==> src/common/carrd_params.svh <==
`ifndef CARRD_PARAMS_SVH
`define CARRD_PARAMS_SVH

// datapath sizes
`define CARRD_WORD_W  32          // element and scalar width
`define CARRD_LANES   4           // elements per vector register
`define CARRD_VLEN    128         // bits per vector register
`define CARRD_NREGS   32          // v0 .. v31
`define CARRD_ADDR_W  32          // byte address toward data memory

////////////////////
// major opcodes
`define CARRD_OP_V      7'b1010111  // OP-V arith and vsetvli
`define CARRD_OP_LOAD   7'b0000111  // LOAD-FP space, vle
`define CARRD_OP_STORE  7'b0100111  // STORE-FP space, vse

// funct3 of OP-V
`define CARRD_F3_IVV    3'b000      // vector-vector
`define CARRD_F3_IVX    3'b100      // vector-scalar
`define CARRD_F3_CFG    3'b111      // vsetvli
`define CARRD_W_E32     3'b110      // width field of a 32-bit load/store
`define CARRD_MOP_UNIT  2'b00       // unit-stride mop

// funct6 of the integer ops
`define CARRD_F6_VADD   6'b000000
`define CARRD_F6_VSUB   6'b000010
`define CARRD_F6_VAND   6'b001001
`define CARRD_F6_VOR    6'b001010
`define CARRD_F6_VXOR   6'b001011

`endif

==> src/common/carrd_pkg.sv <==
`include "carrd_params.svh"

package carrd_pkg;

    ////////////////////
    // widths with a meaning
    typedef logic [`CARRD_WORD_W-1:0] word_t;      // one element / scalar / mem word
    typedef logic [`CARRD_VLEN-1:0]   vreg_t;      // full vector register

    // register index, 5 bits for 32 regs
    typedef logic [$clog2(`CARRD_NREGS)-1:0] vaddr_t;

    typedef logic [2:0] vl_t;                      // 0 .. 4 elements
    typedef logic [`CARRD_LANES-1:0] elem_mask_t;  // per-element write enable
    typedef logic [31:0] instr_t;                  // raw RVV encoding

    ////////////////////
    // state machines and ops

    // lane operation select
    typedef enum logic [2:0] {
        ALU_ADD,
        ALU_SUB,                                   // vs2 - vs1 / vs2 - rs1
        ALU_AND,
        ALU_OR,
        ALU_XOR
    } alu_op_e;

    // load/store sequencer
    typedef enum logic [1:0] {
        LSU_IDLE,
        LSU_BEAT,                                  // one wishbone beat per element
        LSU_WB                                     // load result waiting for the write port
    } lsu_state_e;

endpackage

==> src/lsu/carrd_vlsu.sv <==
`timescale 1ns/100ps
`include "carrd_params.svh"

module carrd_vlsu
    import carrd_pkg::*;
(
    input  logic       clk,
    input  logic       rst,
    input  logic       start,
    input  logic       we,
    input  word_t      base,
    input  vl_t        vl,
    input  vreg_t      data,
    input  vaddr_t     vd,
    input  elem_mask_t mask,
    output logic       busy,
    output logic       mem_cyc,
    output logic       mem_stb,
    output logic       mem_we,
    output word_t      mem_adr,
    output word_t      mem_dat_w,
    input  word_t      mem_dat_r,
    input  logic       mem_ack,
    output logic       req,
    output vaddr_t     req_vd,
    output vreg_t      req_data,
    output elem_mask_t req_mask,
    input  logic       grant
);

    lsu_state_e state_q;
    logic       we_q;
    vl_t        vl_q;
    logic [$clog2(`CARRD_LANES)-1:0] beat_q;   // element of the current beat
    logic [`CARRD_ADDR_W-1:0] addr_q;
    vreg_t      stage_q;                       // store data in, load words gathered
    vaddr_t     vd_q;
    elem_mask_t mask_q;
    logic       last_beat;

    assign last_beat = ({1'b0, beat_q} + 3'd1) == vl_q;

    ////////////////////
    // sequencer
    always_ff @(posedge clk) begin
        if (rst) begin
            state_q <= LSU_IDLE;
        end else begin
            case (state_q)
                LSU_IDLE: if (start) begin
                    if (vl != '0) state_q <= LSU_BEAT;
                    else if (!we) state_q <= LSU_WB;   // empty load still retires vd
                end
                LSU_BEAT: if (mem_ack && last_beat) begin
                    state_q <= we_q ? LSU_IDLE : LSU_WB;
                end
                LSU_WB: if (grant) state_q <= LSU_IDLE;
                default: state_q <= LSU_IDLE;
            endcase
        end
    end

    always_ff @(posedge clk) begin
        if (state_q == LSU_IDLE && start) begin
            we_q    <= we;
            vl_q    <= vl;
            addr_q  <= base;
            beat_q  <= '0;
            stage_q <= data;
            vd_q    <= vd;
            mask_q  <= mask;
        end else if (mem_cyc && mem_ack) begin   // beat done, step on
            if (!we_q) stage_q[beat_q*`CARRD_WORD_W +: `CARRD_WORD_W] <= mem_dat_r;
            beat_q <= beat_q + 1'b1;
            addr_q <= addr_q + `CARRD_ADDR_W'(`CARRD_WORD_W / 8);
        end
    end

    // wishbone master, stb held until the last ack
    assign mem_cyc   = state_q == LSU_BEAT;
    assign mem_stb   = mem_cyc;
    assign mem_we    = mem_cyc && we_q;
    assign mem_adr   = addr_q;
    assign mem_dat_w = stage_q[beat_q*`CARRD_WORD_W +: `CARRD_WORD_W];

    assign busy     = state_q != LSU_IDLE;
    assign req      = state_q == LSU_WB;
    assign req_vd   = vd_q;
    assign req_data = stage_q;
    assign req_mask = mask_q;

endmodule

==> config.mk <==
export PLATFORM = sky130hd
export DESIGN_NAME = carrd_vlsu
export DESIGN_NICKNAME = d
export VERILOG_FILES = /design/src/common/carrd_pkg.sv /design/src/lsu/carrd_vlsu.sv
export VERILOG_INCLUDE_DIRS = /design/src /design/src/common
export SDC_FILE = /design/constraint.sdc
export NUM_CORES = 1
export LEC_CHECK = 0
export BUFFER_PORTS_ARGS = -buffer_cell sky130_fd_sc_hd__buf_2
export CELL_PAD_IN_SITES_DETAIL_PLACEMENT = 1
export CELL_PAD_IN_SITES_GLOBAL_PLACEMENT = 2
export CORE_MARGIN = 8
export CORE_UTILIZATION = 31
export CTS_CLUSTER_SIZE = 28
export DETAILED_ROUTE_END_ITERATION = 8
export GPL_TIMING_DRIVEN = 0
export PLACE_DENSITY_LB_ADDON = 0.3
export SETUP_SLACK_MARGIN = 0.4
export SYNTH_ARGS = -nofsm -noshare
export SYNTH_HDL_FRONTEND = slang
export SYNTH_SLANG_ARGS = --single-unit
export TNS_END_PERCENT = 50
==> constraint.sdc <==
create_clock -name clk -period 6.65 [get_ports clk]
set_input_delay 1.33 -clock clk [delete_from_list [all_inputs] [get_ports clk]]
set_output_delay 1.33 -clock clk [all_outputs]
set_load 0.03 [all_outputs]
==> out/qor.csv <==
metric,value,unit
min_path_type,reg2reg,
clock_latency,0.43,ns
skew,0.0197,ns
cts_resized,0,
cts.sinks,177,
r2r_cells,7,
yosysSeqAreaShare,62.1,%
grt_usage,22.5,%
post-route-util,43.5,%
final_common_cell,buf_2,
crit_family,buffers and inverters,
cp.buffers_inverters,4,
finalWeightedCongestion,0.827,
die_y,182,um
dp_hpwl,29.7,mm
layout-drive-gt1-share,48.5,%
vias,7487,
synth_area_leaders,"edfxtp_1 61%, a22o_1 13%, mux4_2 8.5%",
synth_largest_area_cell,edfxtp_1,
synth_top_area_share,61.1,%
power_leakage,4.87,nW
tightest_slew,1.31,ns
core,0.0270,mm2
regToRegSetupSlack,2.56,ns
start_util,31.5,%
peakVddDrop,0.134,mV
required,6.94,ns
worstSetupPathType,reg2reg,
area_delta_synth_final,37.9,%
maxCapViolCount,0,
whs_endpoint,state_q[1]$_SDFFE_PP0P_,
yosys_warnings,0,
finalMaxSlewViolations,0,
max_slew_margin,12.8,%
crit_start,beat_q[1]$_SDFFE_PP0P_,
antenna_left,0,
synth_edf_count,173,
r2r_start,beat_q[1]$_SDFFE_PP0P_,
synth_ff_type,edfxtp_1,
period_needed,4.09,ns
syn_area,0.00850,mm2
r2r-end,req_data[18]$_DFFE_PP_,
cts_setup_buffers,0,
whs_path_depth,2,
drcViolationCount,0,
finalHoldViolCount,0,
h-tree-depth,4,
hp-start,state_q[1]$_SDFFE_PP0P_,
worst_slack,2.56,ns
synth_cells,583,
grt_antenna_before_repair,16,
fin_nets,1237,
num_io_pins,416,
cts_buffers,17,
grt_pass1_wl,55.2,mm
cts.clk_slew.worst_paths,0.08,ns
die_w,182,um
final_cell_mix,"423 x buf_2, 173 x edfxtp_1, 128 x a22o_1, 33 x clkbuf_1, 32 x mux4_2",
status,completed,
wl,38.3,mm
cts_tree,done,
pre_cts_ws,2.12,ns
io_buffers,415,
power_density,331,mW/mm2
synth.avg_cell_area,14.6,um2
yosysUniqueCellTypes,38,
post-route-period-util,61.5,%
critPathLaunchType,flop,
drt_iter0_drc,577,
syn_nets,799,
ctsHoldBuffers,0,
setup_viol,0,
fmax,244,MHz
cts_root_buf,clkbuf_16,
total_power,3.88,mW
via_per_inst,5.41,
wire_per_inst,27.7,um
crit_fanout,10,
synth-seq-cells,177,
clockBufferDepth,2,
setup_tns,0,ns
cp-end-kind,flop,
critical-path-max-stage-delay,1.03,ns
grt-ovfl-total,0,
path_cells,clkbuf_1 > buf_1 > inv_1 > ha_1 > nor4_1 > clkbuf_1 > a22o_1,
critical-path-slowest-cell,nor4_1,
crit_top_cell,clkbuf_1,
async_reset_ff_share,0,%
grt_pass1_vias,7976,
rows,60,
die_area,0.0330,mm2
grt_setup_unrepaired,no,
grt_max_degree,31,
firstDrtPassIters,5,
worstPathArrival,4.38,ns
-- per-layer routing --
| metal | share of wire [%] | wire length, um | vias to the layer above | track usage, % |
|---|---|---|---|---|
| li1 | - | - | 3297 | - |
| met1 | 39 | 15100 | 3773 | 26.1 |
| met2 | 50 | 19200 | 349 | 39.0 |
| met3 | 7.8 | 2990 | 56 | 6.57 |
| met4 | 2.6 | 999 | 12 | 7.87 |
| met5 | 0.17 | 66 | - | 0 |
-- registers in the layout (all words and copies together), names as in the netlist --
signal    flops
req_data    128
req_vd        5
mem_adr      32
vl_q          3
state_q       2
we_q          1
beat_q        2
req_mask      4
-- Yosys cell counts (all sizes together), types with 6 or more instances --
cell,number
nand2,28
mux4,32
nand3,11
edfxtp,173
clkbuf,33
a31oi,17
nor2,20
o31ai,7
nand4,9
a22o,128
or3,9
o21ai,22
inv,12
buf,14
ha,6
or4,10
and4,6
xor2,11
-- worst register-to-register path: cells and delay by family (launching register included) --
family / cells / cell delay [ns]
buffers and inverters: 4 / 1.93
adders and majority gates: 1 / 0.42
AOI/OAI and AO/OA: 1 / 0.24
DFF: 1 / 0.36
and+or+nand+nor: 1 / 1.03
-- cells by family (layout without fill, tap and decap cells) --
| kind of cell | Yosys count | after routing | share of synthesized area, % |
|---|---|---|---|
| AOI/OAI and AO/OA | 182 | 182 | 17.1 |
| DFF | 177 | 177 | 62.1 |
| and+or+nand+nor | 111 | 111 | 7.08 |
| buffers and inverters | 59 | 510 | 2.77 |
| muxes | 32 | 32 | 8.48 |
| xor gates and xnor gates | 16 | 16 | 1.65 |
| adders and majority gates | 6 | 6 | 0.883 |
| other | 0 | 10 | 0 |
-- how the worst max path moves through the flow --
| stage | endpoint | cells past startpoint |
|---|---|---|
| after CTS | req_data[14]$_DFFE_PP_ | 7 |
| final | req_data[18]$_DFFE_PP_ | 7 |
| after detailed placement | req_data[59]$_DFFE_PP_ | 7 |
| after global routing | req_data[18]$_DFFE_PP_ | 7 |
| after global placement | req_data[125]$_DFFE_PP_ | 6 |
| after floorplan | req_data[0]$_DFFE_PP_ | 5 |
-- where the power goes --
| part | switching, mW | total [mW] | internal (mW) |
|---|---|---|---|
| registers | 0.109 | 1.55 | 1.44 |
| logic | 0.864 | 1.27 | 0.410 |
| clock network | 0.512 | 1.06 | 0.544 |
| total | 1.49 | 3.88 | 2.39 |
-- through the flow --
| stage | hold WS (ns) | instance area [um2] | instances |
|---|---|---|---|
| 4_1_cts | 0.595 | 11700 | 1375 |
| 2_1_floorplan | 0.530 | 8500 | 583 |
| 3_5_place_dp | 0.573 | 11100 | 1343 |
| 3_3_place_gp | 0.582 | 11000 | 1339 |
| 5_1_grt | 0.640 | 11700 | 1384 |
| 6_report | 0.593 | 11700 | 1385 |
-- final cells by class --
type / instances / area [um2]
Antenna cell: 10 / 25.0
Clock inverter: 15 / 183
Timing Repair Buffer: 419 / 2160
Buffer: 47 / 190
Tap cell: 341 / 427
Inverter: 12 / 45.0
Clock buffer: 17 / 425
Fill cell: 2972 / 15200
Sequential cell: 177 / 5280
Multi-Input combinational cell: 347 / 3000
Note: power is estimated with default switching activity, not from simulation.
