`src/common/carrd_params.svh`:
```
`ifndef CARRD_PARAMS_SVH
`define CARRD_PARAMS_SVH

// datapath sizes
`define CARRD_WORD_W  32          // element and scalar width
`define CARRD_LANES   4           // elements per vector register
`define CARRD_VLEN    128         // bits per vector register
`define CARRD_NREGS   32          // v0 .. v31
`define CARRD_ADDR_W  32          // byte address toward data memory

////////////////////
// major opcodes
`define CARRD_OP_V      7'b1010111  // OP-V arith and vsetvli
`define CARRD_OP_LOAD   7'b0000111  // LOAD-FP space, vle
`define CARRD_OP_STORE  7'b0100111  // STORE-FP space, vse

// funct3 of OP-V
`define CARRD_F3_IVV    3'b000      // vector-vector
`define CARRD_F3_IVX    3'b100      // vector-scalar
`define CARRD_F3_CFG    3'b111      // vsetvli
`define CARRD_W_E32     3'b110      // width field of a 32-bit load/store
`define CARRD_MOP_UNIT  2'b00       // unit-stride mop

// funct6 of the integer ops
`define CARRD_F6_VADD   6'b000000
`define CARRD_F6_VSUB   6'b000010
`define CARRD_F6_VAND   6'b001001
`define CARRD_F6_VOR    6'b001010
`define CARRD_F6_VXOR   6'b001011

`endif

```
`src/common/carrd_pkg.sv`:
```
`include "carrd_params.svh"

package carrd_pkg;

    ////////////////////
    // widths with a meaning
    typedef logic [`CARRD_WORD_W-1:0] word_t;      // one element / scalar / mem word
    typedef logic [`CARRD_VLEN-1:0]   vreg_t;      // full vector register

    // register index, 5 bits for 32 regs
    typedef logic [$clog2(`CARRD_NREGS)-1:0] vaddr_t;

    typedef logic [2:0] vl_t;                      // 0 .. 4 elements
    typedef logic [`CARRD_LANES-1:0] elem_mask_t;  // per-element write enable
    typedef logic [31:0] instr_t;                  // raw RVV encoding

    ////////////////////
    // state machines and ops

    // lane operation select
    typedef enum logic [2:0] {
        ALU_ADD,
        ALU_SUB,                                   // vs2 - vs1 / vs2 - rs1
        ALU_AND,
        ALU_OR,
        ALU_XOR
    } alu_op_e;

    // load/store sequencer
    typedef enum logic [1:0] {
        LSU_IDLE,
        LSU_BEAT,                                  // one wishbone beat per element
        LSU_WB                                     // load result waiting for the write port
    } lsu_state_e;

endpackage

```
`src/logic/carrd_issue.sv`:
```
`timescale 1ns/100ps
`include "carrd_params.svh"

module carrd_issue
    import carrd_pkg::*;
(
    input  logic       clk,
    input  logic       rst,
    input  logic       instr_cyc,
    input  logic       instr_stb,
    input  instr_t     instr_dat,
    input  word_t      instr_rs1,
    output logic       instr_ack,
    output vaddr_t     rd_addr_a,
    output vaddr_t     rd_addr_b,
    input  vreg_t      rd_data_a,
    input  vreg_t      rd_data_b,
    output logic       alu_start,
    output alu_op_e    alu_op,
    output vreg_t      alu_a,
    output vreg_t      alu_b,
    output vaddr_t     alu_vd,
    input  logic       alu_busy,
    output logic       lsu_start,
    output logic       lsu_we,
    output word_t      lsu_base,
    output vl_t        lsu_vl,
    output vreg_t      lsu_data,
    output vaddr_t     lsu_vd,
    input  logic       lsu_busy,
    output elem_mask_t wb_mask_vl,
    input  logic       wb_valid,
    input  vaddr_t     wb_vd
);

    logic [6:0] opcode;
    logic [2:0] funct3;
    logic [5:0] funct6;
    vaddr_t     f_vd, f_vs1, f_vs2;          // f_vd doubles as vs3 for stores
    alu_op_e    dec_op;
    logic       op_ok;
    logic       is_cfg, is_vx, is_alu, is_load, is_store;
    logic       hazard, unit_busy, accept;
    logic [`CARRD_NREGS-1:0] pending_q;      // write outstanding per register
    vl_t        vl_q;
    elem_mask_t mask_now;

    ////////////////////
    // decode
    assign opcode = instr_dat[6:0];
    assign f_vd   = instr_dat[11:7];
    assign funct3 = instr_dat[14:12];
    assign f_vs1  = instr_dat[19:15];
    assign f_vs2  = instr_dat[24:20];
    assign funct6 = instr_dat[31:26];       // vm bit 25 ignored

    always_comb begin
        op_ok  = 1'b1;
        dec_op = ALU_ADD;
        case (funct6)
            `CARRD_F6_VADD: dec_op = ALU_ADD;
            `CARRD_F6_VSUB: dec_op = ALU_SUB;
            `CARRD_F6_VAND: dec_op = ALU_AND;
            `CARRD_F6_VOR:  dec_op = ALU_OR;
            `CARRD_F6_VXOR: dec_op = ALU_XOR;
            default:        op_ok  = 1'b0;  // unsupported, acked and dropped
        endcase
    end

    assign is_cfg   = (opcode == `CARRD_OP_V) && (funct3 == `CARRD_F3_CFG);
    assign is_vx    = funct3 == `CARRD_F3_IVX;
    assign is_alu   = (opcode == `CARRD_OP_V) && op_ok && (is_vx || funct3 == `CARRD_F3_IVV);
    assign is_load  = (opcode == `CARRD_OP_LOAD) && (funct3 == `CARRD_W_E32)
                      && (instr_dat[27:26] == `CARRD_MOP_UNIT);
    assign is_store = (opcode == `CARRD_OP_STORE) && (funct3 == `CARRD_W_E32)
                      && (instr_dat[27:26] == `CARRD_MOP_UNIT);

    // operand reads, store data comes from vs3
    assign rd_addr_a = is_store ? f_vd : f_vs2;
    assign rd_addr_b = f_vs1;

    // tail elements stay untouched
    always_comb begin
        for (int i = 0; i < `CARRD_LANES; i++) begin
            mask_now[i] = i < int'(vl_q);
        end
    end

    ////////////////////
    // stall logic
    assign hazard = (is_alu && (pending_q[f_vs2] || pending_q[f_vd]
                                || (!is_vx && pending_q[f_vs1])))
                    || ((is_load || is_store) && pending_q[f_vd]);
    assign unit_busy = (is_alu && alu_busy) || ((is_load || is_store) && lsu_busy);
    // no new accept while ack of the previous one is out
    assign accept = instr_cyc && instr_stb && !instr_ack && !hazard && !unit_busy;

    always_ff @(posedge clk) begin
        if (rst) begin
            instr_ack <= 1'b0;
            alu_start <= 1'b0;
            lsu_start <= 1'b0;
            vl_q      <= vl_t'(`CARRD_LANES);
            pending_q <= '0;
        end else begin
            instr_ack <= accept;
            alu_start <= accept && is_alu;               // start goes out with the ack
            lsu_start <= accept && (is_load || is_store);
            if (accept && is_cfg) begin
                vl_q <= (instr_rs1 > word_t'(`CARRD_LANES)) ? vl_t'(`CARRD_LANES)
                                                            : vl_t'(instr_rs1[2:0]);
            end
            if (wb_valid) pending_q[wb_vd] <= 1'b0;      // retire first
            if (accept && (is_alu || is_load)) pending_q[f_vd] <= 1'b1;
        end
    end

    // dispatch payload
    always_ff @(posedge clk) begin
        if (accept) begin
            alu_op     <= dec_op;
            alu_a      <= rd_data_a;
            alu_b      <= is_vx ? {`CARRD_LANES{instr_rs1}} : rd_data_b;  // scalar broadcast
            alu_vd     <= f_vd;
            lsu_we     <= is_store;
            lsu_base   <= instr_rs1;
            lsu_vl     <= vl_q;
            wb_mask_vl <= mask_now;
        end
    end

    assign lsu_data = alu_a;   // vs3 was read on port a
    assign lsu_vd   = alu_vd;

endmodule

```
`config.mk`:
```
export PLATFORM = sky130hd
export DESIGN_NAME = carrd_issue
export DESIGN_NICKNAME = d
export VERILOG_FILES = /design/src/common/carrd_pkg.sv /design/src/logic/carrd_issue.sv
export VERILOG_INCLUDE_DIRS = /design/src /design/src/common
export SDC_FILE = /design/constraint.sdc
export NUM_CORES = 1
export LEC_CHECK = 0
export ABC_AREA = 1
export BUFFER_PORTS_ARGS = -buffer_cell sky130_fd_sc_hd__buf_2
export CAP_MARGIN = 25
export CORE_AREA = 8 8 299 301
export CTS_BUF_LIST = sky130_fd_sc_hd__clkbuf_4
export CTS_CLUSTER_DIAMETER = 200
export DETAILED_ROUTE_END_ITERATION = 8
export DIE_AREA = 0 0 307 309
export GPL_TIMING_DRIVEN = 0
export HOLD_SLACK_MARGIN = 0.02
export PLACE_DENSITY = 0.5
export SETUP_SLACK_MARGIN = 0.4
export SLEW_MARGIN = 0
export SYNTH_ARGS = -nofsm -noshare
export SYNTH_HDL_FRONTEND = slang
export SYNTH_SLANG_ARGS = --single-unit
```
`constraint.sdc`:
```
create_clock -name clk -period 8.6 [get_ports clk]
set_clock_uncertainty 0.05 [all_clocks]
set_input_delay 1.29 -clock clk [delete_from_list [all_inputs] [get_ports clk]]
set_output_delay 1.29 -clock clk [all_outputs]
set_load 0.01 [all_outputs]
```
==> impl_metrics.json <==
{
  "final-setup-viol-count": 0,
  "synth_fp_nets": 1663,
  "drt-initial-drc-count": 956,
  "avgSynthCellArea_sq_um": 10.98,
  "place.port_buffers": 778,
  "ys.flop_type": "edfxtp_1",
  "required_ns": 7.26,
  "startpoint_type": "primary input",
  "grtUsageTotal": 0.1686,
  "cts_buffer_depth": 3,
  "numCtsBuffers": 104,
  "synth_area_leader_cell": "edfxtp_1",
  "postRouteAntennaNets": 0,
  "r2r_cells": 16,
  "core_sq_um": 84610,
  "status": "finished clean",
  "via_per_inst": 3.963,
  "die_w_um": 307,
  "hpwlAfterDp_mm": 71.73,
  "synth_area_sq_um": 14610,
  "cp.arrival_ns": 3.02,
  "multiInputGateArea_sq_um": 3197,
  "overflow": 0,
  "start_util": 0.1727,
  "post_cts_resized": 0,
  "synth_seq_area_share": 0.6747,
  "path_clk_slew_ns": 0.06,
  "routed-via-count": 13740,
  "ff_latch_area_sq_um": 9859,
  "hold_path_depth": 2,
  "tritoncts": "yes",
  "rsz0062_at_grt": "no",
  "ys.warnings.count": 0,
  "grt_max_degree": 41,
  "nets": 2561,
  "maxCapViolCount": 0,
  "synth.top_cell.area_share": 0.6227,
  "async_reset_ff_frac": 0,
  "gp_congestion": 0.9122,
  "totalWireLength_mm": 85.11,
  "hold_violations": 0,
  "cellPowerDensity_nw_per_um2": 186.6,
  "io_pins": 782,
  "synthTopCellsByCount": "439 x nand2_1, 303 x edfxtp_1, 139 x buf_4, 69 x inv_1, 64 x nand3_1",
  "wl_per_cell_um": 24.55,
  "synth_edf_count": 303,
  "cts.sink_count": 341,
  "slew_headroom": 0.3781,
  "p_leak_nw": 9.897,
  "tightest_slew_ns": 0.9243,
  "drc": 0,
  "pre_cts_ws_ns": 3.898,
  "setup_ws_ns": 4.235,
  "slew_viol_final": 0,
  "synthTopCellsByArea": "edfxtp_1 62%, nand2_1 11%, buf_4 7.1%, dfxtp_1 5.2%, nand3_1 2.2%",
  "synth.ff_latch_count": 341,
  "htree_levels": 3,
  "cts_root_buf": "clkbuf_4",
  "cp_max_fo": 10,
  "dieArea_sq_um": 94860,
  "grt_pass1_wl_mm": 110.6,
  "crit_path_end_kind": "primary output",
  "post_cts.repair.setup_buffers": 0,
  "antenna_found_initial": 70,
  "fin_crit_sh": 0.5075,
  "areaGrowthSynthToFinish_pct": 47.70,
  "peakVddDrop_mv": 0.07277,
  "synthCells": 1331,
  "firstDrtPassIters": 6,
  "synth_cell_types": 30,
  "period_needed_ns": 4.365,
  "postCtsHoldBufs": 0,
  "critPathKind": "primary input to primary output",
  "drive_gt1_frac": 0.4892,
  "rows": 107,
  "fmax_mhz": 229.1,
  "die_height_um": 309,
  "hp-class": "flip-flop to flip-flop",
  "grt_pass1_vias": 13410,
  "final_util": 0.2551,
  "nFillCells": 9319,
  "clk_latency_ns": 0.86,
  "synth.most_common_cell": "nand2_1"
}
worst max-delay path: stages:
cell and delay [ns]:
buf_2 0.10, inv_1 0.11, nand4_1 0.11, nor4_1 0.20
nand2_1 0.15, nor2_1 0.23, clkbuf_1 0.45, nand2_1 0.10
o21ai_0 0.09, buf_2 0.18
power by group:
| part | internal (mW) | leakage [nW] | switching (mW) |
|---|---|---|---|
| logic | 0.186 | 5.97 | 0.290 |
| clock network | 0.831 | 0.802 | 0.808 |
| registers | 1.89 | 3.13 | 0.0273 |
| total | 2.90 | 9.90 | 1.13 |
layer usage:
layer  track usage  vias to the layer above  wire, um
met5             0                        -        93
met4       0.04449                       12      2951
met3       0.05168                      231      6752
met2        0.3212                      763     44910
met1        0.1789                     6455     30410
li1              -                     6280         -
path summary, 6_finish.rpt:
check             slack (ns)           from       endpoint
setup / recovery        4.24  instr_dat[27]   rd_addr_a[1]
hold / removal          0.43  pending_q[10]  pending_q[10]
setup reg to reg        5.29  pending_q[18]    lsu_base[3]
hold reg to reg         0.43  pending_q[10]  pending_q[10]
flip-flops by register name, indices dropped and copies added (netlist names):
register / cells
alu_a: 128
alu_b: 128
alu_op: 3
alu_start: 1
alu_vd: 5
instr_ack: 1
lsu_base: 32
lsu_start: 1
lsu_vl: 3
lsu_we: 1
pending_q: 32
vl_q: 3
wb_mask_vl: 3
cells in the final DEF (no fill, tap or decap), types with 2 or more instances in the layout:
cell	netlist	final
nor2_1	51	51
nor2_2	5	5
buf_4	139	139
and3_1	2	2
inv_6	0	3
nor3_1	17	17
nand4_1	42	42
inv_12	0	2
clkinv_2	0	3
clkinv_1	1	31
buf_1	2	2
nand3_1	64	64
buf_12	0	9
o21ai_0	51	51
buf_2	11	789
diode_2	0	7
nand2_2	2	2
nand3b_1	3	3
nand2_1	439	439
clkbuf_4	0	153
buf_6	9	10
nor4_1	8	8
o21ai_1	4	4
or2_2	5	5
inv_1	69	68
dfxtp_1	38	38
buf_8	0	3
edfxtp_1	303	303
clkbuf_1	22	22
a21oi_1	37	37
stage by stage:
step	TNS [ns]	std cells	hold WS, ns	power, mW	area, sq um
3_3_place_gp	-668.82	3253	0.4151	2.437	19940
2_1_floorplan	0	1331	0.3812	2.147	14620
4_1_cts	0	3459	0.3345	4.125	21550
5_1_grt	0	3464	0.3490	4.228	21580
6_report	0	3467	0.4284	4.028	21580
3_5_place_dp	0	3266	0.4176	2.433	20190
cell families after synthesis:
kind of cell           synth area share
AND/OR/NAND/NOR                  0.1849
flip-flops                       0.6747
buffers and inverters            0.1065
AO/OA/AOI/OAI                   0.03382
area by class of cell:
type                            count  area share
Antenna cell                        7   0.0008116
Buffer                            183     0.05977
Clock buffer                      153     0.05322
Clock inverter                     40    0.009797
Inverter                           71     0.01252
Multi-Input combinational cell    736      0.1481
Sequential cell                   341      0.4568
Tap cell                         1144     0.06632
Timing Repair Buffer              792      0.1926
No activity file was read; power rests on OpenSTA's default activity.
