--- config.mk ---
export PLATFORM = sky130hd
export DESIGN_NAME = carrd_vlanes
export DESIGN_NICKNAME = d
export VERILOG_FILES = /design/src/common/carrd_pkg.sv /design/src/lanes/carrd_vlanes.sv
export VERILOG_INCLUDE_DIRS = /design/src /design/src/common
export SDC_FILE = /design/constraint.sdc
export NUM_CORES = 1
export LEC_CHECK = 0
export BUFFER_PORTS_ARGS = -buffer_cell sky130_fd_sc_hd__buf_2
export CORE_MARGIN = 2
export CORE_UTILIZATION = 62
export DETAILED_ROUTE_END_ITERATION = 6
export PLACE_DENSITY_LB_ADDON = 0.08
export SYNTH_ARGS = -nofsm -noshare
export SYNTH_HDL_FRONTEND = slang
export SYNTH_SLANG_ARGS = --single-unit
--- constraint.sdc ---
create_clock -name clk -period 6.8 [get_ports clk]
set_input_delay 0.68 -clock clk [delete_from_list [all_inputs] [get_ports clk]]
set_output_delay 0.68 -clock clk [all_outputs]
set_load 0.01 [all_outputs]
--- src/common/carrd_params.svh ---
`ifndef CARRD_PARAMS_SVH
`define CARRD_PARAMS_SVH

// datapath sizes
`define CARRD_WORD_W  32          // element and scalar width
`define CARRD_LANES   4           // elements per vector register
`define CARRD_VLEN    128         // bits per vector register
`define CARRD_NREGS   32          // v0 .. v31
`define CARRD_ADDR_W  32          // byte address toward data memory

////////////////////
// major opcodes
`define CARRD_OP_V      7'b1010111  // OP-V arith and vsetvli
`define CARRD_OP_LOAD   7'b0000111  // LOAD-FP space, vle
`define CARRD_OP_STORE  7'b0100111  // STORE-FP space, vse

// funct3 of OP-V
`define CARRD_F3_IVV    3'b000      // vector-vector
`define CARRD_F3_IVX    3'b100      // vector-scalar
`define CARRD_F3_CFG    3'b111      // vsetvli
`define CARRD_W_E32     3'b110      // width field of a 32-bit load/store
`define CARRD_MOP_UNIT  2'b00       // unit-stride mop

// funct6 of the integer ops
`define CARRD_F6_VADD   6'b000000
`define CARRD_F6_VSUB   6'b000010
`define CARRD_F6_VAND   6'b001001
`define CARRD_F6_VOR    6'b001010
`define CARRD_F6_VXOR   6'b001011

`endif

--- src/common/carrd_pkg.sv ---
`include "carrd_params.svh"

package carrd_pkg;

    ////////////////////
    // widths with a meaning
    typedef logic [`CARRD_WORD_W-1:0] word_t;      // one element / scalar / mem word
    typedef logic [`CARRD_VLEN-1:0]   vreg_t;      // full vector register

    // register index, 5 bits for 32 regs
    typedef logic [$clog2(`CARRD_NREGS)-1:0] vaddr_t;

    typedef logic [2:0] vl_t;                      // 0 .. 4 elements
    typedef logic [`CARRD_LANES-1:0] elem_mask_t;  // per-element write enable
    typedef logic [31:0] instr_t;                  // raw RVV encoding

    ////////////////////
    // state machines and ops

    // lane operation select
    typedef enum logic [2:0] {
        ALU_ADD,
        ALU_SUB,                                   // vs2 - vs1 / vs2 - rs1
        ALU_AND,
        ALU_OR,
        ALU_XOR
    } alu_op_e;

    // load/store sequencer
    typedef enum logic [1:0] {
        LSU_IDLE,
        LSU_BEAT,                                  // one wishbone beat per element
        LSU_WB                                     // load result waiting for the write port
    } lsu_state_e;

endpackage

--- src/lanes/carrd_vlanes.sv ---
`timescale 1ns/100ps
`include "carrd_params.svh"

module carrd_vlanes
    import carrd_pkg::*;
(
    input  logic       clk,
    input  logic       rst,
    input  logic       start,
    input  alu_op_e    op,
    input  vreg_t      a,
    input  vreg_t      b,
    input  vaddr_t     vd,
    input  elem_mask_t mask,
    output logic       busy,
    output logic       req,
    output vaddr_t     req_vd,
    output vreg_t      req_data,
    output elem_mask_t req_mask,
    input  logic       grant
);

    vreg_t result;
    logic  req_q;

    // one 32-bit lane, add/sub wrap around
    function automatic word_t lane_op(alu_op_e f_op, word_t x, word_t y);
        case (f_op)
            ALU_ADD: lane_op = x + y;
            ALU_SUB: lane_op = x - y;
            ALU_AND: lane_op = x & y;
            ALU_OR:  lane_op = x | y;
            ALU_XOR: lane_op = x ^ y;
            default: lane_op = '0;
        endcase
    endfunction

    for (genvar i = 0; i < `CARRD_LANES; i++) begin : g_lane
        assign result[i*`CARRD_WORD_W +: `CARRD_WORD_W] =
            lane_op(op, a[i*`CARRD_WORD_W +: `CARRD_WORD_W], b[i*`CARRD_WORD_W +: `CARRD_WORD_W]);
    end

    ////////////////////
    // result holding register
    always_ff @(posedge clk) begin
        if (rst) req_q <= 1'b0;
        else if (start) req_q <= 1'b1;      // valid one cycle after start
        else if (grant) req_q <= 1'b0;      // write port taken
    end

    always_ff @(posedge clk) begin
        if (start) begin
            req_data <= result;
            req_vd   <= vd;
            req_mask <= mask;
        end
    end

    assign req  = req_q;
    assign busy = req_q;   // no new op until the result is written

endmodule

==> results of run 1 <==
registers in the layout (all words and copies together) (netlist names):
signal and count:
req_vd 5, req_mask 4, busy 1, req_data 128
Yosys cell counts, types with 15 or more instances:
cell type,instances
nor3_1,21
nand2_1,138
nand2b_1,18
clkbuf_1,88
xnor2_1,167
nor4_1,15
a22oi_1,27
a31oi_1,45
nor2b_1,22
o31ai_1,21
xor2_1,58
inv_1,281
ha_1,384
a211oi_1,85
a21o_1,73
and3_1,22
a221o_1,19
nand3_1,24
edfxtp_1,137
o21ai_0,201
and2_1,15
nor2_1,190
a21oi_1,192
o21a_1,26
where the power goes:
part           switching [mW]  leakage [nW]  internal (mW)  total, mW
logic                   0.996          9.51          0.694       1.69
clock network           0.408         0.297          0.606       1.01
registers              0.0366          1.33           1.07       1.11
path summary, 6_finish.rpt:
check | startpoint | cells past startpoint | to | slack (ns)
setup / recovery | op[0] | 15 | req_data[31] | 1.58
hold / removal | rst | 2 | busy | 0.38
setup reg to reg | busy | 2 | busy | 6.20
hold reg to reg | busy | 2 | busy | 0.53
layer usage:
layer / track usage [%] / up-vias / part of all wire, %
met5: 0 / - / 0.066
met4: 18.2 / 6 / 4.7
met3: 6.18 / 194 / 8.6
met2: 58.4 / 951 / 46
met1: 44.0 / 9309 / 41
li1: - / 9465 / -
critical path: cells and delay by family:
family | cells | cell delay (ns)
AOI/OAI and AO/OA | 9 | 2.89
and+or+nand+nor | 2 | 0.76
buffers and inverters | 2 | 0.54
adders and majority gates | 1 | 0.27
xor gates and xnor gates | 1 | 0.17
final cells by class:
class | instances | area share [%]
Tap cell | 402 | 2.19
Sequential cell | 138 | 18.0
Antenna cell | 14 | 0.153
Timing Repair Buffer | 423 | 9.47
Inverter | 281 | 4.59
Clock buffer | 17 | 1.85
Multi-Input combinational cell | 1931 | 62.9
Clock inverter | 15 | 0.790
stage by stage:
| stage | setup WS, ns | area [sq um] |
|---|---|---|
| final | 1.58 | 23000 |
| after global routing | 1.40 | 23000 |
| after CTS | 1.76 | 22900 |
| after detailed placement | 1.29 | 22300 |
| after global placement | 1.45 | 22300 |
| after floorplan | 2.15 | 20000 |
cells by family after synthesis:
group | after synthesis
muxes | 8
AOI/OAI and AO/OA | 789
adders and majority gates | 388
buffers and inverters | 380
xor gates and xnor gates | 225
and+or+nand+nor | 521
DFF | 138
==> reports/metrics.yaml, run 1 <==
status:
  status: "complete, no violations"
logic_synthesis:
  ys_dominant_reg_cell: "edfxtp_1"
  synth.largest_area_cell: "ha_1"
  yosys.area_share.simple_pct: 12.4
  synth_top_cell_area_share_pct: 24.0
  synthXorXnorAreaFrac_pct: 9.86
  synth_fa_ha_area_share_pct: 24.4
  async_flop_share_pct: 0
  synth_area_leaders: "ha_1 (24%), edfxtp_1 (21%), xnor2_1 (7.3%), inv_1 (5.3%), o21ai_0 (5.0%)"
  syn_nets: 3109
  muxShareOfSynthArea_pct: 0.401
  synthDistinctLibCells: 71
  synth-compound-area-share_pct: 25.1
  yosys_warnings: 0
  yosys_register_bits: 138
  synth.avg_cell_area_sq_um: 8.16
  netlist_instances: 2449
  netlist_area_sq_um: 20000
  synth_top_family_by_area: "compound AO/OA/AOI/OAI gates"
  seq_area_frac_synth_pct: 20.7
  synth-edff-count: 137
cells_and_area:
  register_area_sq_um: 4130
  mostFrequentLayoutCells: "buf_2 (408), ha_1 (384), inv_1 (280)"
  fin_nets: 3452
  instances_no_fill: 3221
  drive_gt1_share_pct: 17.1
  multi_input_area_sq_um: 14500
  final_common_cell: "buf_2"
  syn2layout_area_growth_pct: 14.9
  fin_util_pct: 72.6
  nFillCells: 2495
timing:
  slew_headroom_pct: 29.0
  worst_slew_pin_slew_ns: 1.06
  fin_tns_setup_ns: 0
  maxSlewViolCount: 0
  final_hold_viol_count: 0
  setup_violations: 0
  min_period_ns: 5.22
  fin_crit_sh_pct: 76.8
  rsz0062_at_grt: "false"
  whs_ns: 0.378
  max_freq_mhz: 192
  finalClockSkew_ns: 0
drt:
  viasPerCell: 6.19
  first_iter_violations: 1584
  wl_um: 60900
  drc: 0
  ant_nets: 0
  post_drt_wl_per_cell_um: 18.9
  first_pass_iters: 5
  via_count: 19900
global_route:
  grt_overflow_total: 0
  grt_max_degree: 97
  grt_usage_pct: 35.3
  grt_pass1_vias: 19300
  grt_first_pass_wirelength_um: 95600
  antenna_found_initial: 15
cts:
  numCtsBuffers: 17
  root_buffer: "clkbuf_16"
  cts-hold-fix-buffers: 0
  cts_tree: "yes"
  worst_skew_pair.late_latency_ns: 0.45
  cts_num_sinks: 138
  cts_resized: 0
  cts_max_path_buffers: 2
  htree_levels: 4
  clkTransAtPathRegs_ns: 0.07
  cts_setup_buffers: 0
setup_path:
  critPathMaxFanout: 88
  crit_type: "in -> reg"
  critical_path.max_stage_delay_ns: 0.79
  cp.required_ns: 6.98
  critical_path.cell_chain: "buf_6 -> nand2_2 -> o21ai_0 -> inv_1 -> ha_1 -> nor2b_1 -> o21a_1 -> o21ai_1 -> a31oi_1 -> o41ai_1 -> o211ai_1 -> a31oi_1 -> o21ai_1 -> xnor2_1 -> o21ai_0"
  startpoint_type: "input port"
  critPathArrivalTime_ns: 5.40
  end_kind: "flop"
  crit_slowest_cell: "o41ai_1"
floorplanning:
  die_h_um: 184
  die-width_um: 184
  design.core.area_sq_um: 31600
  num_rows: 65
  top_level_ports: 411
  die-area_sq_um: 33700
  initial_core_util_pct: 63.2
power_and_ir_drop:
  pwr_density_cell_nw_per_um2: 166
  p_leak_nw: 11.1
  irDropWorstVdd_mv: 0.194
  power.total_mw: 3.81
min_path:
  hold_path_class: "in -> reg"
place:
  gp_congestion: 0.993
  port_buffers: 410
  place_hpwl_um: 45500
  place_inst: 3175
run:
  drv_cap: 0
(Power assumes the default switching activity.)
==> run 2: changes to the inputs <==
- CORE_UTILIZATION: 62 -> 58
- clock period: 6.8 -> 4.9 ns (I/O delays scaled with it)
==> reports/metrics.yaml, run 2 (synthesis results as in run 1) <==
power_and_ir_drop:
  p_clk_share_pct: 27.6
  p_leak_nw: 11.3
  seq_power_share_pct: 28.5
  pwr_density_cell_nw_per_um2: 232
  p_sw_share_pct: 37.6
  irDropWorstVdd_mv: 0.268
  p_sw_mw: 2.03
  combPwrFrac_pct: 44.0
  p_int_mw: 3.37
  power.total_mw: 5.40
timing:
  min_period_ns: 4.26
  fin_tns_setup_ns: 0
  worst_slew_pin_slew_ns: 0.981
  setup_violations: 0
  fin_crit_sh_pct: 86.9
  slew_headroom_pct: 34.6
  final_hold_viol_count: 0
  max_freq_mhz: 235
  rsz0062_at_grt: "false"
  finalClockSkew_ns: 0
  maxSlewViolCount: 0
  whs_ns: 0.187
global_route:
  grt_max_degree: 92
  grt_pass1_vias: 19100
  grt_first_pass_wirelength_um: 97600
  antenna_found_initial: 18
  grt_usage_pct: 33.9
  grt_overflow_total: 0
min_path:
  hold_path_class: "in -> reg"
  worstHoldStart: "rst"
setup_path:
  worstReg2RegEnd: "busy"
  end_kind: "flop"
  cp-startpoint: "b[1]"
  critPathMaxFanout: 5
  reg2regPathDepth: 2
  crit_buf_inv: 3
  critical_path.cell_chain: "buf_2 -> inv_1 -> ha_1 -> nand2_1 -> or4_1 -> nor3_1 -> buf_4 -> nand2_1 -> o21ai_0 -> xnor2_1 -> ha_1 -> a21o_1 -> and2_1 -> o21a_1 -> o211ai_1 -> a21oi_1 -> a211o_1 -> a31oi_1 -> o21ai_1 -> xnor2_1 -> o21ai_0"
  cp.required_ns: 5.06
  crit_path_end: "req_data[31]"
  startpoint_type: "input port"
  critical_path.max_stage_delay_ns: 0.49
  crit_slowest_cell: "or4_1"
  rrSetupSlack_ns: 4.30
  critPathTopFamily: "compound AO/OA/AOI/OAI gates"
  crit_cells: 21
  critPathArrivalTime_ns: 4.42
  crit_type: "in -> reg"
  r2r-start: "busy"
cells_and_area:
  largest_reg_flops: 128
  final_common_cell: "buf_2"
  nFillCells: 2871
  mostFrequentLayoutCells: "buf_2 (408), ha_1 (384), inv_1 (280)"
  design_area_sq_um: 23200
  syn2layout_area_growth_pct: 16.3
  drive_gt1_share_pct: 17.9
  fin_nets: 3476
  reg_top3: "req_data (128), req_vd (5), req_mask (4)"
  regMostFlops: "req_data"
cts:
  numCtsBuffers: 17
  clkTransAtPathRegs_ns: 0.07
  cts_num_sinks: 138
  cts-hold-fix-buffers: 0
  worst_skew_pair.late_latency_ns: 0.45
  cts_setup_buffers: 0
  cts_resized: 0
  htree_levels: 4
  cts_max_path_buffers: 2
  cts_tree: "yes"
  root_buffer: "clkbuf_16"
drt:
  ant_nets: 0
  first_pass_iters: 7
  wl_um: 62600
  viasPerCell: 6.01
  via_count: 19800
  post_drt_wl_per_cell_um: 19.0
  drc: 3
  first_iter_violations: 1519
place:
  port_buffers: 410
  place_hpwl_um: 47500
  gp_congestion: 0.996
  placed_area_sq_um: 22600
status:
  status: "finished, violations left"
  failed_checks: "design-rule violations"
floorplanning:
  top_level_ports: 411
  initial_core_util_pct: 59.3
  die-width_um: 190
  die-area_sq_um: 36000
  design.core.area_sq_um: 33700
  num_rows: 67
  die_h_um: 190
run:
  drv_cap: 0
run 2: per-stage QoR:
stage,instances,worst slack [ns],utilization [%]
after global placement,3245,0.318,66.9
after global routing,3287,0.288,68.9
after floorplan,2449,0.443,-
after CTS,3277,0.719,68.9
after detailed placement,3245,0.250,66.9
final,3293,0.642,69.0
run 2: power groups by stage:
stage | clock network, mW | registers, mW | logic (mW)
6_report | 1.49 | 1.54 | 2.37
4_1_cts | 1.51 | 1.54 | 2.34
2_1_floorplan | 0 | 1.63 | 1.47
3_3_place_gp | 0 | 1.56 | 2.27
5_1_grt | 1.54 | 1.55 | 2.62
3_5_place_dp | 0 | 1.56 | 2.32
run 2: cell type report:
type / instances / area (sq um) / area share [%]
Clock buffer: 17 / 425 / 1.83
Tap cell: 448 / 561 / 2.41
Inverter: 281 / 1050 / 4.54
Clock inverter: 15 / 224 / 0.963
Antenna cell: 16 / 40.0 / 0.172
Sequential cell: 138 / 4130 / 17.8
Timing Repair Buffer: 447 / 2350 / 10.1
Multi-Input combinational cell: 1931 / 14500 / 62.2
run 2: routing by layer:
| layer | track usage [%] | vias to the layer above | share of wire [%] |
|---|---|---|---|
| li1 | - | 9515 | - |
| met1 | 42.9 | 9273 | 42 |
| met3 | 6.27 | 158 | 8.5 |
| met5 | 0 | - | 0.10 |
| met2 | 56.5 | 838 | 46 |
| met4 | 15.1 | 10 | 4.1 |
run 2: worst min path at each step:
stage	endpoint	slack (ns)	cells past startpoint
after floorplan	busy	0.54	2
after global placement	busy	0.49	2
after detailed placement	busy	0.51	2
after CTS	busy	0.17	2
after global routing	busy	0.18	2
final	busy	0.19	2
==> run 3: changes to the inputs <==
--- a/config.mk
+++ b/config.mk
@@ -10,3 +10,3 @@
 export CORE_MARGIN = 2
-export CORE_UTILIZATION = 58
+export CORE_UTILIZATION = 40
 export DETAILED_ROUTE_END_ITERATION = 6
--- a/constraint.sdc
+++ b/constraint.sdc
@@ -3,2 +3,2 @@
 set_output_delay 0.49 -clock clk [all_outputs]
-set_load 0.01 [all_outputs]
+set_load 0.05 [all_outputs]
==> reports/metrics.yaml, run 3 (synthesis results as in run 1) <==
status:
  status: "complete, no violations"
min_path:
  hold_path_class: "in -> reg"
global_route:
  grt_first_pass_wirelength_um: 102000
  grt_usage_pct: 25.5
  grt_max_degree: 93
  grt_pass1_vias: 18900
  antenna_found_initial: 17
  grt_overflow_total: 0
place:
  place_hpwl_um: 51400
  port_buffers: 410
  gp_congestion: 0.950
setup_path:
  critPathMaxFanout: 5
  end_kind: "flop"
  cp.required_ns: 5.12
  startpoint_type: "input port"
  crit_type: "in -> reg"
  critPathArrivalTime_ns: 4.60
timing:
  max_freq_mhz: 229
  fin_tns_setup_ns: 0
  fin_crit_sh_pct: 89.3
  worst_slew_pin_slew_ns: 1.05
  slew_headroom_pct: 30.1
  whs_ns: 0.143
  setup_violations: 0
  rsz0062_at_grt: "false"
  final_hold_viol_count: 0
  maxSlewViolCount: 0
  finalClockSkew_ns: 0
  min_period_ns: 4.37
cts:
  htree_levels: 4
  cts_resized: 0
  root_buffer: "clkbuf_16"
  cts_setup_buffers: 0
  clkTransAtPathRegs_ns: 0.07
  cts_max_path_buffers: 2
  worst_skew_pair.late_latency_ns: 0.49
  numCtsBuffers: 17
  cts_num_sinks: 138
  cts_tree: "yes"
  cts-hold-fix-buffers: 0
cells_and_area:
  reg_top3: "req_data (128), req_vd (5), req_mask (4)"
  fin_nets: 3474
  regMostFlops: "req_data"
  final_common_cell: "buf_2"
  nFillCells: 4904
  largest_reg_flops: 128
  mostFrequentLayoutCells: "buf_2 (408), ha_1 (384), inv_1 (280)"
  syn2layout_area_growth_pct: 17.6
  drive_gt1_share_pct: 17.9
drt:
  first_iter_violations: 1220
  ant_nets: 0
  drc: 0
  first_pass_iters: 5
  viasPerCell: 5.52
  via_count: 19300
  post_drt_wl_per_cell_um: 19.1
  wl_um: 66800
floorplanning:
  top_level_ports: 411
  initial_core_util_pct: 40.7
  num_rows: 81
  die-area_sq_um: 51800
  die-width_um: 228
  design.core.area_sq_um: 49200
  die_h_um: 228
power_and_ir_drop:
  irDropWorstVdd_mv: 0.240
  p_leak_nw: 11.3
  pwr_density_cell_nw_per_um2: 248
run:
  drv_cap: 0
run 3: layout make-up:
cell class              instances  area (sq um)  area share [%]
inverters                     281          1050            4.49
clock buffers                  18           439            1.87
multi-input cells            1931         14500            61.5
clock inverters                14           196           0.836
well taps                     664           831            3.53
repair buffers                445          2360            10.1
diodes                          9          22.5          0.0958
flip-flops and latches        138          4130            17.6
run 3: through the flow:
stage / utilization, % / worst slack [ns] / total power, mW / cells / instance area (sq um)
6_report: 47.8 / 0.525 / 5.84 / 3500 / 23500
5_1_grt: 47.8 / 0.226 / 6.20 / 3497 / 23500
4_1_cts: 47.8 / 0.612 / 5.88 / 3491 / 23500
3_5_place_dp: 46.5 / 0.0747 / 4.35 / 3459 / 22800
3_3_place_gp: 46.5 / 0.177 / 4.32 / 3459 / 22800
2_1_floorplan: - / 0.443 / 3.53 / 2449 / 20000
run 3: routing by layer:
layer / wire length [um] / up-vias / GRT usage [%] / share of wire, %
met3: 4150 / 91 / 5.91 / 6.2
met2: 31200 / 562 / 42.8 / 47
met1: 29600 / 9129 / 32.2 / 44
met4: 1690 / 18 / 7.91 / 2.5
met5: 123 / - / 0 / 0.18
li1: - / 9509 / - / -
run 3: power breakdown:
part | leakage (nW) | internal, mW | switching [mW]
clock | 0.303 | 0.865 | 0.623
combinational | 9.64 | 0.977 | 1.83
sequential | 1.33 | 1.49 | 0.0516
run 3: worst paths after layout:
kind         start            to  slack (ns)  cells past startpoint
max           b[0]  req_data[31]        0.53                     20
min            rst          busy        0.14                      2
max reg2reg   busy          busy        4.30                      2
min reg2reg   busy          busy        0.52                      2
run 3: worst max-delay path, stage by stage:
cell      delay (ns)
buf_2           0.13
inv_1           0.11
ha_1            0.18
nand2_1         0.09
or4_1           0.48
nor3_1          0.54
nand2_1         0.12
o21ai_0         0.22
xnor2_1         0.15
ha_1            0.31
a21o_1          0.19
and2_1          0.19
o21a_1          0.19
o211ai_1        0.16
a21oi_1         0.09
a211o_1         0.26
a31oi_1         0.29
o21ai_1         0.15
xnor2_1         0.16
o21ai_0         0.08
